--- src/source/dcache_pkg.sv ---
package dcache_pkg;

    // Cache geometry
    localparam int ADDR_W     = 32;
    localparam int DATA_W     = 32;
    localparam int BLOCK_W    = 128;
    localparam int WAYS       = 2;
    localparam int SETS       = 16;
    localparam int OFFSET_W   = 4;
    localparam int INDEX_W    = 4;
    localparam int TAG_W      = 24;
    localparam int WAY_W      = 1;

    // Byte offset inside a word, and the word select inside a block
    localparam int BYTE_OFF_W = 2;
    localparam int WORD_SEL_W = OFFSET_W - BYTE_OFF_W;

    typedef logic [ADDR_W-1:0]     addr_t;
    typedef logic [DATA_W-1:0]     word_t;
    typedef logic [BLOCK_W-1:0]    block_t;
    typedef logic [TAG_W-1:0]      tag_t;
    typedef logic [INDEX_W-1:0]    index_t;
    typedef logic [WAY_W-1:0]      way_t;
    typedef logic [WAYS-1:0]       way_mask_t;
    typedef logic [WORD_SEL_W-1:0] word_sel_t;

    typedef enum logic [2:0] {
        IDLE,
        LOOKUP,
        RESPOND,
        WB_REQ,
        FILL_REQ,
        FILL_WAIT
    } ctrl_state_t;

    function automatic tag_t addr_tag(addr_t addr);
        return addr[ADDR_W-1 -: TAG_W];
    endfunction

    function automatic index_t addr_index(addr_t addr);
        return addr[OFFSET_W +: INDEX_W];
    endfunction

    function automatic word_sel_t addr_word(addr_t addr);
        return addr[BYTE_OFF_W +: WORD_SEL_W];
    endfunction

    function automatic addr_t block_addr(tag_t tag, index_t index);
        return {tag, index, {OFFSET_W{1'b0}}};
    endfunction

endpackage

--- src/source/way_select.sv ---
`timescale 1ns/1ps

module way_select import dcache_pkg::*; (
    input  logic            clk_i,
    input  logic            rstn_i,
    input  tag_t [WAYS-1:0] tag_i,
    input  way_mask_t       valid_i,
    input  tag_t            lookup_tag_i,
    input  logic            advance_i,
    output logic            hit_o,
    output way_t            hit_way_o,
    output way_t            victim_way_o
);

    way_t rr_q;

    always_comb begin
        hit_o     = 1'b0;
        hit_way_o = '0;
        for (int w = 0; w < WAYS; w++) begin
            if (valid_i[w] && tag_i[w] == lookup_tag_i) begin
                hit_o     = 1'b1;
                hit_way_o = way_t'(w);
            end
        end
    end

    // Lowest invalid way wins, round robin only when the set is full
    always_comb begin
        victim_way_o = rr_q;
        for (int w = WAYS - 1; w >= 0; w--) begin
            if (!valid_i[w]) begin
                victim_way_o = way_t'(w);
            end
        end
    end

    always_ff @(posedge clk_i) begin
        if (!rstn_i) begin
            rr_q <= '0;
        end else if (advance_i) begin
            rr_q <= (rr_q == way_t'(WAYS - 1)) ? '0 : rr_q + 1'b1;
        end
    end

endmodule

--- config.mk ---
export PLATFORM = sky130hd
export DESIGN_NAME = way_select
export DESIGN_NICKNAME = d
export VERILOG_FILES = /design/src/source/dcache_pkg.sv /design/src/source/way_select.sv
export SDC_FILE = /design/constraint.sdc
export NUM_CORES = 1
export LEC_CHECK = 0
export BUFFER_PORTS_ARGS = -buffer_cell sky130_fd_sc_hd__buf_2
export CAP_MARGIN = 20
export CELL_PAD_IN_SITES_DETAIL_PLACEMENT = 1
export CELL_PAD_IN_SITES_GLOBAL_PLACEMENT = 1
export CORE_MARGIN = 2
export CORE_UTILIZATION = 16
export DETAILED_ROUTE_END_ITERATION = 8
export PLACE_DENSITY_LB_ADDON = 0.15
export SETUP_SLACK_MARGIN = 0.2
export SLEW_MARGIN = 5
export SYNTH_ARGS = -nofsm -noshare
export SYNTH_HDL_FRONTEND = slang
export SYNTH_SLANG_ARGS = --single-unit
--- constraint.sdc ---
create_clock -name clk_i -period 1.15 [get_ports clk_i]
set_input_delay 0.115 -clock clk_i [delete_from_list [all_inputs] [get_ports clk_i]]
set_output_delay 0.115 -clock clk_i [all_outputs]
set_load 0.03 [all_outputs]
==> impl_metrics.ini <==
[run_status]
status = finished, violations left
violations = negative setup slack

[synthesis]
async_flop_share_pct = 0
ys_warn_count = 0
ys_seq_elements = 1
synth-edff-count = 0
synth_area_um2 = 582
yosysTopAreaCellShare_pct = 39.1
ys_seq_area_share_pct = 3.44
synth.distinct_cells = 14
yosysMostFrequentCell = xnor2_1
synthFlopType = dfxtp_1
yosysTopAreaCell = xnor2_1
synthCells = 73
synthTopCellsByArea = xnor2_1, xor2_1, nand4_1
synth.cells.most_frequent = xnor2_1, xor2_1, nand4_1
syn_avg_cell_area_um2 = 7.97
synth_fp_nets = 150

[sta]
min_period_ns = 1.51
fmax_ghz = 0.663
fin_worst_skew_ns = 0
hold_viol = 0
relSlewSlack_pct = 80.1
setup_viol = 2
period_share_pct = 131
slew_viol_final = 0
rsz0062_at_grt = yes
timing.final.ws_setup_ns = -0.359
whs_ns = 0.316
worst_pin_slew_ns = 0.296

[route]
firstDrtPassIters = 2
viasPerCell = 4.03
ant_nets = 0
wl_um = 2470
drc = 0
vias = 838
drtIter0Drc = 3
wl_per_cell_um = 11.9

[worst_setup_path]
slowest_delay_ns = 0.58
cp_cell_sequence = buf_8 -> xnor2_2 -> nand4_1 -> or4_4 -> o22ai_4 -> buf_6
start_kind = input port
cp_top_family = simple AND/OR/NAND/NOR gates
cp-startpoint = lookup_tag_i[18]
crit_fanout = 2
worst-path-buf-inv = 2
r2r_setup_slack_ns = 0.44
crit_slowest_cell = or4_4
worstSetupPathType = input port to primary output
worst_r2r_startpoint = rr_q
worst_ep_required_time_ns = 1.03
cp.arrival_ns = 1.39
setup.worst_path.end_class = primary output

[final_layout]
areaGrowthSynthToFinish_pct = 119
fin_util_pct = 37.3
largest_reg_flops = 1
fin_area_um2 = 1270
reg_top3 = rr_q x1
antennaDiodeCount = 0
instances_no_fill = 208
top_register = rr_q
multiInputGateArea_um2 = 661
regArea_um2 = 20.0
final_nets = 241
fill_cells = 429
layout-drive-gt1-share_pct = 63.6

[floorplanning]
start_util_pct = 17.0
dieWidth_um = 64.3
dieArea_um2 = 4130
die_h_um = 64.3
ios = 80
rows = 21
core_um2 = 3420

[worst_hold_path]
min_path_type = input port to flop
min_from = rstn_i

[global_route]
gr-total-overflow = 0
grt_max_degree = 3
grt_pass1_vias = 904
grt_antenna_before_repair = 0
globalRouteTotalUtil_pct = 11.6
grt_pass1_wl_um = 3880

[placement]
dpl_cell_area_um2 = 1150
hpwl_um = 2300
gp_congestion = 0.666
numPortBuffers = 79
place_inst = 207
dp_slack_ns = -0.455

[job]
maxCapViolations = 0

[pwr]
p_per_area_nw_per_um2 = 364
peakVddDrop_mv = 0.186
power_leakage_nw = 0.613

[cts]
cts.clk_slew.worst_paths_ns = 0
clk_latency_ns = 0
==> final cells by class <==
type / count / share of cell area [%]
multi-input combinational: 71 / 51.9
timing repair buffer: 89 / 41.7
tap: 46 / 4.52
sequential: 1 / 1.57
inverter: 1 / 0.295
==> placed cells by master, fill, tap and decap left out <==
cell type,count
inv_1,1
dfxtp_1,1
nor2_4,1
or4_4,2
and2_1,1
nand2_1,2
buf_2,70
nor4_2,1
o22ai_4,1
nand3_1,2
xnor2_2,8
nand4_1,6
nor4_1,3
buf_6,6
xor2_2,1
buf_4,11
buf_8,2
xor2_1,22
nor3_1,2
xnor2_1,18
a21boi_1,1
==> where the power goes <==
part / total [mW] / switching (mW) / internal [mW] / leakage [nW]
combinational: 0.422 / 0.168 / 0.254 / 0.604
sequential: 0.0416 / 0.00241 / 0.0392 / 0.00834
clock: 0 / 0 / 0 / 0
total: 0.464 / 0.171 / 0.293 / 0.613
==> through the flow <==
stage	total power, mW	setup TNS [ns]
5_1_grt	0.507	-0.735
3_5_place_dp	0.430	-0.825
4_1_cts	0.446	-0.684
2_1_floorplan	0.205	-0.165
6_report	0.464	-0.635
3_3_place_gp	0.419	-0.788
==> path summary, 6_finish.rpt <==
kind / end / cells past startpoint
setup / recovery: hit_o / 6
hold / removal: rr_q / 2
setup reg to reg: rr_q / 2
hold reg to reg: rr_q / 2
==> per-layer routing <==
metal	GRT usage, %	routed length [um]	up-vias
li1	-	-	428
met1	12.9	852	373
met2	24.6	1460	37
met3	0.880	151	0
met4	0	0	0
met5	0	0	-
==> logic make-up (layout without fill, tap and decap cells) <==
logic type                Yosys count  in the layout  synth area share [%]
buffers and inverters               1             90                 0.645
xor gates and xnor gates           49             49                  73.8
DFF                                 1              1                  3.44
AOI/OAI and AO/OA                   2              2                  2.37
and+or+nand+nor                    20             20                  19.8
==> worst reg2reg max path: cells and delay by family, from the launching register on <==
kind	cells	cell delay, ns
simple gates	1	0.14
flops	1	0.30
xor+xnor	1	0.15
==> what timing repair did <==
action / CTS / global route
setup endpoints to repair: 2 / 2
hold buffers: 0 / 0
buffers inserted: 0 / 1
resized for setup: 14 / 10
pin swaps: 1 / 5
No activity file was read; power rests on OpenSTA's default activity.
