--- src/source/dcache_pkg.sv ---
package dcache_pkg;

    // Cache geometry
    localparam int ADDR_W     = 32;
    localparam int DATA_W     = 32;
    localparam int BLOCK_W    = 128;
    localparam int WAYS       = 2;
    localparam int SETS       = 16;
    localparam int OFFSET_W   = 4;
    localparam int INDEX_W    = 4;
    localparam int TAG_W      = 24;
    localparam int WAY_W      = 1;

    // Byte offset inside a word, and the word select inside a block
    localparam int BYTE_OFF_W = 2;
    localparam int WORD_SEL_W = OFFSET_W - BYTE_OFF_W;

    typedef logic [ADDR_W-1:0]     addr_t;
    typedef logic [DATA_W-1:0]     word_t;
    typedef logic [BLOCK_W-1:0]    block_t;
    typedef logic [TAG_W-1:0]      tag_t;
    typedef logic [INDEX_W-1:0]    index_t;
    typedef logic [WAY_W-1:0]      way_t;
    typedef logic [WAYS-1:0]       way_mask_t;
    typedef logic [WORD_SEL_W-1:0] word_sel_t;

    typedef enum logic [2:0] {
        IDLE,
        LOOKUP,
        RESPOND,
        WB_REQ,
        FILL_REQ,
        FILL_WAIT
    } ctrl_state_t;

    function automatic tag_t addr_tag(addr_t addr);
        return addr[ADDR_W-1 -: TAG_W];
    endfunction

    function automatic index_t addr_index(addr_t addr);
        return addr[OFFSET_W +: INDEX_W];
    endfunction

    function automatic word_sel_t addr_word(addr_t addr);
        return addr[BYTE_OFF_W +: WORD_SEL_W];
    endfunction

    function automatic addr_t block_addr(tag_t tag, index_t index);
        return {tag, index, {OFFSET_W{1'b0}}};
    endfunction

endpackage

--- src/source/dcache_ctrl.sv ---
`timescale 1ns/1ps

module dcache_ctrl import dcache_pkg::*; (
    input  logic              clk_i,
    input  logic              rstn_i,

    input  logic              req_valid_i,
    input  logic              req_write_i,
    input  addr_t             req_addr_i,
    input  word_t             req_wdata_i,
    input  logic              rsp_ready_i,

    input  logic              mem_req_ready_i,
    input  logic              mem_rsp_valid_i,
    input  block_t            mem_rsp_data_i,

    input  tag_t   [WAYS-1:0] rd_tag_i,
    input  block_t [WAYS-1:0] rd_block_i,
    input  way_mask_t         rd_valid_i,
    input  way_mask_t         rd_dirty_i,

    input  logic              hit_i,
    input  way_t              hit_way_i,
    input  way_t              victim_way_i,

    output logic              req_ready_o,
    output logic              rsp_valid_o,
    output word_t             rsp_rdata_o,

    output logic              mem_req_valid_o,
    output logic              mem_req_write_o,
    output addr_t             mem_req_addr_o,
    output block_t            mem_req_wdata_o,
    output logic              mem_rsp_ready_o,

    output index_t            arr_index_o,
    output way_mask_t         arr_we_o,
    output tag_t              arr_wtag_o,
    output block_t            arr_wblock_o,
    output logic              arr_dirty_o,
    output tag_t              lookup_tag_o,
    output logic              advance_o
);

    ctrl_state_t state_q;
    ctrl_state_t state_d;

    addr_t  req_addr_q;
    logic   req_write_q;
    word_t  req_wdata_q;
    way_t   victim_q;
    word_t  rsp_rdata_q;
    logic   mem_write_q;
    addr_t  mem_addr_q;
    block_t mem_wdata_q;

    logic   victim_dirty;
    addr_t  fill_addr;
    word_t  hit_word;
    block_t merged_block;
    logic   fill_done;

    assign victim_dirty = rd_valid_i[victim_way_i] & rd_dirty_i[victim_way_i];
    assign fill_addr    = block_addr(addr_tag(req_addr_q), addr_index(req_addr_q));
    assign hit_word     = rd_block_i[hit_way_i][addr_word(req_addr_q)*DATA_W +: DATA_W];
    assign fill_done    = (state_q == FILL_WAIT) && mem_rsp_valid_i;

    // Store word replaces one slot of the hit block
    always_comb begin
        merged_block = rd_block_i[hit_way_i];
        merged_block[addr_word(req_addr_q)*DATA_W +: DATA_W] = req_wdata_q;
    end

    always_comb begin
        state_d = state_q;
        case (state_q)
            IDLE: begin
                if (req_valid_i) begin
                    state_d = LOOKUP;
                end
            end
            LOOKUP: begin
                if (hit_i) begin
                    state_d = req_write_q ? IDLE : RESPOND;
                end else if (victim_dirty) begin
                    state_d = WB_REQ;
                end else begin
                    state_d = FILL_REQ;
                end
            end
            RESPOND: begin
                if (rsp_ready_i) begin
                    state_d = IDLE;
                end
            end
            WB_REQ: begin
                if (mem_req_ready_i) begin
                    state_d = FILL_REQ;
                end
            end
            FILL_REQ: begin
                if (mem_req_ready_i) begin
                    state_d = FILL_WAIT;
                end
            end
            FILL_WAIT: begin
                // Back to LOOKUP, which now hits on the installed block
                if (mem_rsp_valid_i) begin
                    state_d = LOOKUP;
                end
            end
            default: begin
                state_d = IDLE;
            end
        endcase
    end

    always_ff @(posedge clk_i) begin
        if (!rstn_i) begin
            state_q <= IDLE;
        end else begin
            state_q <= state_d;
        end
    end

    always_ff @(posedge clk_i) begin
        if (state_q == IDLE && req_valid_i) begin
            req_addr_q  <= req_addr_i;
            req_write_q <= req_write_i;
            req_wdata_q <= req_wdata_i;
        end
        if (state_q == LOOKUP) begin
            if (hit_i && !req_write_q) begin
                rsp_rdata_q <= hit_word;
            end else if (!hit_i) begin
                victim_q <= victim_way_i;
                if (victim_dirty) begin
                    mem_write_q <= 1'b1;
                    mem_addr_q  <= block_addr(rd_tag_i[victim_way_i], addr_index(req_addr_q));
                    mem_wdata_q <= rd_block_i[victim_way_i];
                end else begin
                    mem_write_q <= 1'b0;
                    mem_addr_q  <= fill_addr;
                end
            end
        end
        // Write-back accepted, turn the request into the fill
        if (state_q == WB_REQ && mem_req_ready_i) begin
            mem_write_q <= 1'b0;
            mem_addr_q  <= fill_addr;
        end
    end

    always_comb begin
        arr_we_o = '0;
        if (state_q == LOOKUP && hit_i && req_write_q) begin
            arr_we_o[hit_way_i] = 1'b1;
        end
        if (fill_done) begin
            arr_we_o[victim_q] = 1'b1;
        end
    end

    // Index comes straight from the port in IDLE so the read lands at acceptance
    assign arr_index_o  = (state_q == IDLE) ? addr_index(req_addr_i) : addr_index(req_addr_q);
    assign arr_wtag_o   = addr_tag(req_addr_q);
    assign arr_wblock_o = (state_q == LOOKUP) ? merged_block : mem_rsp_data_i;
    assign arr_dirty_o  = (state_q == LOOKUP);
    assign lookup_tag_o = addr_tag(req_addr_q);
    assign advance_o    = fill_done;

    assign req_ready_o     = (state_q == IDLE);
    assign rsp_valid_o     = (state_q == RESPOND);
    assign rsp_rdata_o     = rsp_rdata_q;
    assign mem_req_valid_o = (state_q == WB_REQ) || (state_q == FILL_REQ);
    assign mem_req_write_o = mem_write_q;
    assign mem_req_addr_o  = mem_addr_q;
    assign mem_req_wdata_o = mem_wdata_q;
    assign mem_rsp_ready_o = (state_q == FILL_WAIT);

endmodule

--- config.mk ---
export PLATFORM = sky130hd
export DESIGN_NAME = dcache_ctrl
export DESIGN_NICKNAME = d
export VERILOG_FILES = /design/src/source/dcache_pkg.sv /design/src/source/dcache_ctrl.sv
export SDC_FILE = /design/constraint.sdc
export NUM_CORES = 1
export LEC_CHECK = 0
export ABC_AREA = 1
export BUFFER_PORTS_ARGS = -buffer_cell sky130_fd_sc_hd__buf_2
export CORE_AREA = 2 2 350 352
export DETAILED_ROUTE_END_ITERATION = 7
export DIE_AREA = 0 0 352 354
export PLACE_DENSITY = 0.42
export SETUP_SLACK_MARGIN = 0.5
export SKIP_CTS_REPAIR_TIMING = 1
export SLEW_MARGIN = 0
export SYNTH_ARGS = -nofsm -noshare
export SYNTH_HDL_FRONTEND = slang
export SYNTH_SLANG_ARGS = --single-unit
--- constraint.sdc ---
create_clock -name clk_i -period 4.47 [get_ports clk_i]
set_input_delay 0.447 -clock clk_i [delete_from_list [all_inputs] [get_ports clk_i]]
set_output_delay 0.447 -clock clk_i [all_outputs]
set_load 0.02 [all_outputs]
==> results.txt <==
The worst setup path is captured at an output pin. The layout has 13800 filler cells. The run gives 4.02 ns as the required time of the critical path. Number of distinct library cell variants in the gate-level netlist after synthesis: 33.

Global routing finished with a remaining overflow of 0. The first global-routing pass estimated 157000 um of wire. STA classifies the critical path startpoint as a flip-flop. Yosys attributes the largest share of cell area to sky130_fd_sc_hd__edfxtp_1, sky130_fd_sc_hd__nand2_1, sky130_fd_sc_hd__o21ai_0. The synthesized flop and latch total came out at 256.

sky130_fd_sc_hd__edfxtp_1 takes more of the synthesized area than any other cell. The longest individual stage delay on the worst path was 0.72 ns. Walking the worst path, the cells encountered are inv_4 -> ha_1 -> inv_1 -> buf_4 -> nand2_1 -> nor2_1 -> a22oi_1 -> o21ai_0 -> buf_2. Share of the synthesized area in the top cell type: 47.5%. The run gives 0.579 ns as the post-route worst setup slack. TritonCTS built the clock tree. The placement row count came out at 128. IR analysis of the VDD net gives a maximum drop of 0.227 mV. The floorplan step defined a die boundary enclosing 125000 sq um. The largest individual stage delay along the critical path comes from the cell sky130_fd_sc_hd__nor2_1. The final RePlAce weighted congestion came out at 0.827. The kind of cell adding the most delay to the critical path is simple AND/OR/NAND/NOR gates. In the routed layout, each cell is associated on average with a via count of 3.95. The count of nets left with antenna violations after detail routing is 0. For this configuration, the core starts out at a cell density of 13.2%.

The minimum setup slack after placement is 1.19 ns, and the sequential element share of the synthesized area is 48.0%. Transition time at the pin with the least slew margin: 1.19 ns. For the cell area after synthesis, the log shows 15900 sq um. For this run, design rule violations remaining after detail routing come to 0. Setup repair after global routing left no endpoint under its margin. Dividing total power by cell area gives a power density of 432 nW/um^2. In this run the count of I/O pins placed on the die edge is 891. In the finished design, the share of the clock period the worst path needs comes to 87.1%. The number of antenna violations at the first check in global routing was 40. The tools report the count of clock tree sinks as 256.

Counting I/O delays and the setup requirement, the final critical path takes 3.89 ns. Across the run, the number of max-cap violations was 0. The run gives 17900 as the number of global-route vias before repair. The max-slew violation count is 0. Of all nets on the critical path, the largest fanout is 19. The worst-case clock buffer depth is 3.

Count of flip-flops with a built-in enable after synthesis: 252. Data arrives at the worst endpoint at 3.44 ns. Compared with the post-synthesis result, the final layout area differs by 49.2%.

The clock reaches the later pin of the worst-skew pair after 0.59 ns. The post-route setup TNS is 0 ns. Number of buffers inserted during clock tree synthesis: 40. Buffers placed on the I/O ports in this run total 884.

The first detailed-routing pass took 5 iterations. After detailed routing, the average wire length per cell comes to 26.1 um. The detailed router placed 18300 vias in this run. The number of buffers and inverters on the critical path came out at 4. For this run, the top clock speed supported by timing is 257 MHz. Number of cells produced by synthesis: 2124. Entering global routing, the biggest net connects 147 pins. The number of hold violations in the final report is 0. The cell sitting at the root of the clock tree is a sky130_fd_sc_hd__clkbuf_16. Once placement finished, the instance area stood at 22000 sq um.

Setup violations remaining at the end of the flow were counted as 0. Remaining max-slew budget at the tightest pin: 19.7%. The floorplan step set the die width to 352 um.

The min-delay analysis places its worst path in the category input port to flip-flop. The first routing iteration left 1097 violations. The fraction of registers with async set/reset works out to 0%.

Summed over all nets, the half-perimeter wirelength after detailed placement is 99100 um. After clock tree synthesis, the clock-pin slew on the worst setup and hold paths is 0.06 ns. The H-tree was split into 2 levels. In the final design database the tool counted 3478 nets. The static leakage was 11.2 nW; the share of cells above drive strength 1 was 34.2%.

The predominant post-synthesis flop cell was sky130_fd_sc_hd__edfxtp_1. Summing all non-filler instances in the final layout gives an area of 23800 sq um. Global-route usage over all layers: 18.6%.

Measured along the y axis, the die boundary spans 354 um. Synthesized area per cell: 7.49 sq um. For the Yosys warning count, the log shows 0. Total core area: 121000 sq um.

For the total wire length after detailed routing, the log shows 121000 um. The flow ran to the end, and the final reports show no timing, DRC or antenna violations. The final worst clock skew is 0.0162 ns. The worst setup path is of the flip-flop to output pin kind.
-- final timing paths --
kind	slack, ns	cells past startpoint	from	endpoint
worst max-delay path	0.58	9	req_addr_q[2]	arr_wblock_o[106]
worst max register to register	1.83	5	state_q[0]	mem_req_wdata_o[19]
worst min-delay path	0.04	1	req_addr_i[28]	req_addr_q[28]
worst min register to register	0.45	0	req_addr_q[4]	mem_req_addr_o[4]
-- Yosys cell counts (20+ instances only) --
library cell / count
sky130_fd_sc_hd__nand2_1: 961
sky130_fd_sc_hd__o21ai_0: 280
sky130_fd_sc_hd__edfxtp_1: 252
sky130_fd_sc_hd__nor2_1: 116
sky130_fd_sc_hd__inv_1: 115
sky130_fd_sc_hd__clkbuf_1: 80
sky130_fd_sc_hd__a22oi_1: 66
sky130_fd_sc_hd__buf_4: 63
sky130_fd_sc_hd__buf_2: 46
sky130_fd_sc_hd__o22ai_1: 28
sky130_fd_sc_hd__o21ai_1: 23
sky130_fd_sc_hd__a31oi_1: 20
-- per-stage QoR --
stage	instances	total power [mW]	util, %	hold WS, ns
CTS	4567	10.5	19.2	-0.0441
floorplan	2127	5.23	-	0.427
global route	4621	10.8	19.6	0.000770
detailed placement	4496	7.15	18.2	0.439
global placement	4496	7.15	18.2	0.435
finish	4628	10.2	19.6	0.0416
-- cell families (layout without fill, tap and decap cells) --
logic type               Yosys count  count (layout)  share of synthesized area (%)
AND/OR/NAND/NOR                 1102            1102                           26.4
AO/OA/AOI/OAI                    438             438                           15.4
buffers and inverters            318            1183                           9.49
flip-flops                       256             256                           48.0
adder cells (fa/ha/maj)            5               5                          0.393
multiplexers                       4               4                          0.252
other                              1              15                         0.0236
-- registers in the layout (all words and copies together), names as in the netlist --
register / cells
mem_req_addr_o: 28
mem_req_write_o: 1
req_write_q: 1
req_wdata_q: 32
state_q: 3
rsp_rdata_o: 32
req_addr_q: 30
victim_q: 1
mem_req_wdata_o: 128
-- power breakdown --
part	switching (mW)	internal, mW	total (mW)
clock network	1.37	1.84	3.21
registers	0.146	2.94	3.08
logic	2.88	1.07	3.95
total	4.39	5.86	10.2
-- layout by cell type (no fill, tap or decap), drive strengths merged, types with 5 or more instances in the layout --
cell / count
nand2: 962
a21oi: 15
nor2: 120
nand3: 14
ha: 5
diode: 11
clkbuf: 46
clkinv: 21
dlygate4sd3: 50
o22ai: 28
buf: 940
edfxtp: 252
o21ai: 303
a22oi: 66
inv: 119
a31oi: 24
-- layer usage --
metal / global-route usage (%) / share of wire (%) / vias up
met5: 0 / 0.046 / -
met4: 3.61 / 2.2 / 8
met3: 3.73 / 5.6 / 143
met2: 36.5 / 55 / 766
met1: 20.3 / 38 / 8737
li1: - / - / 8636
-- cell type report --
cell class	instances	area, sq um	area share, %
Sequential cell	256	7650	32.2
Tap cell	1625	2030	8.56
Inverter	121	467	1.97
Clock inverter	26	213	0.896
Multi-Input combinational cell	1553	6820	28.7
Antenna cell	11	27.5	0.116
Timing Repair Buffer	991	5500	23.2
Clock buffer	45	1040	4.38
Power figures use the tool's default switching activity.
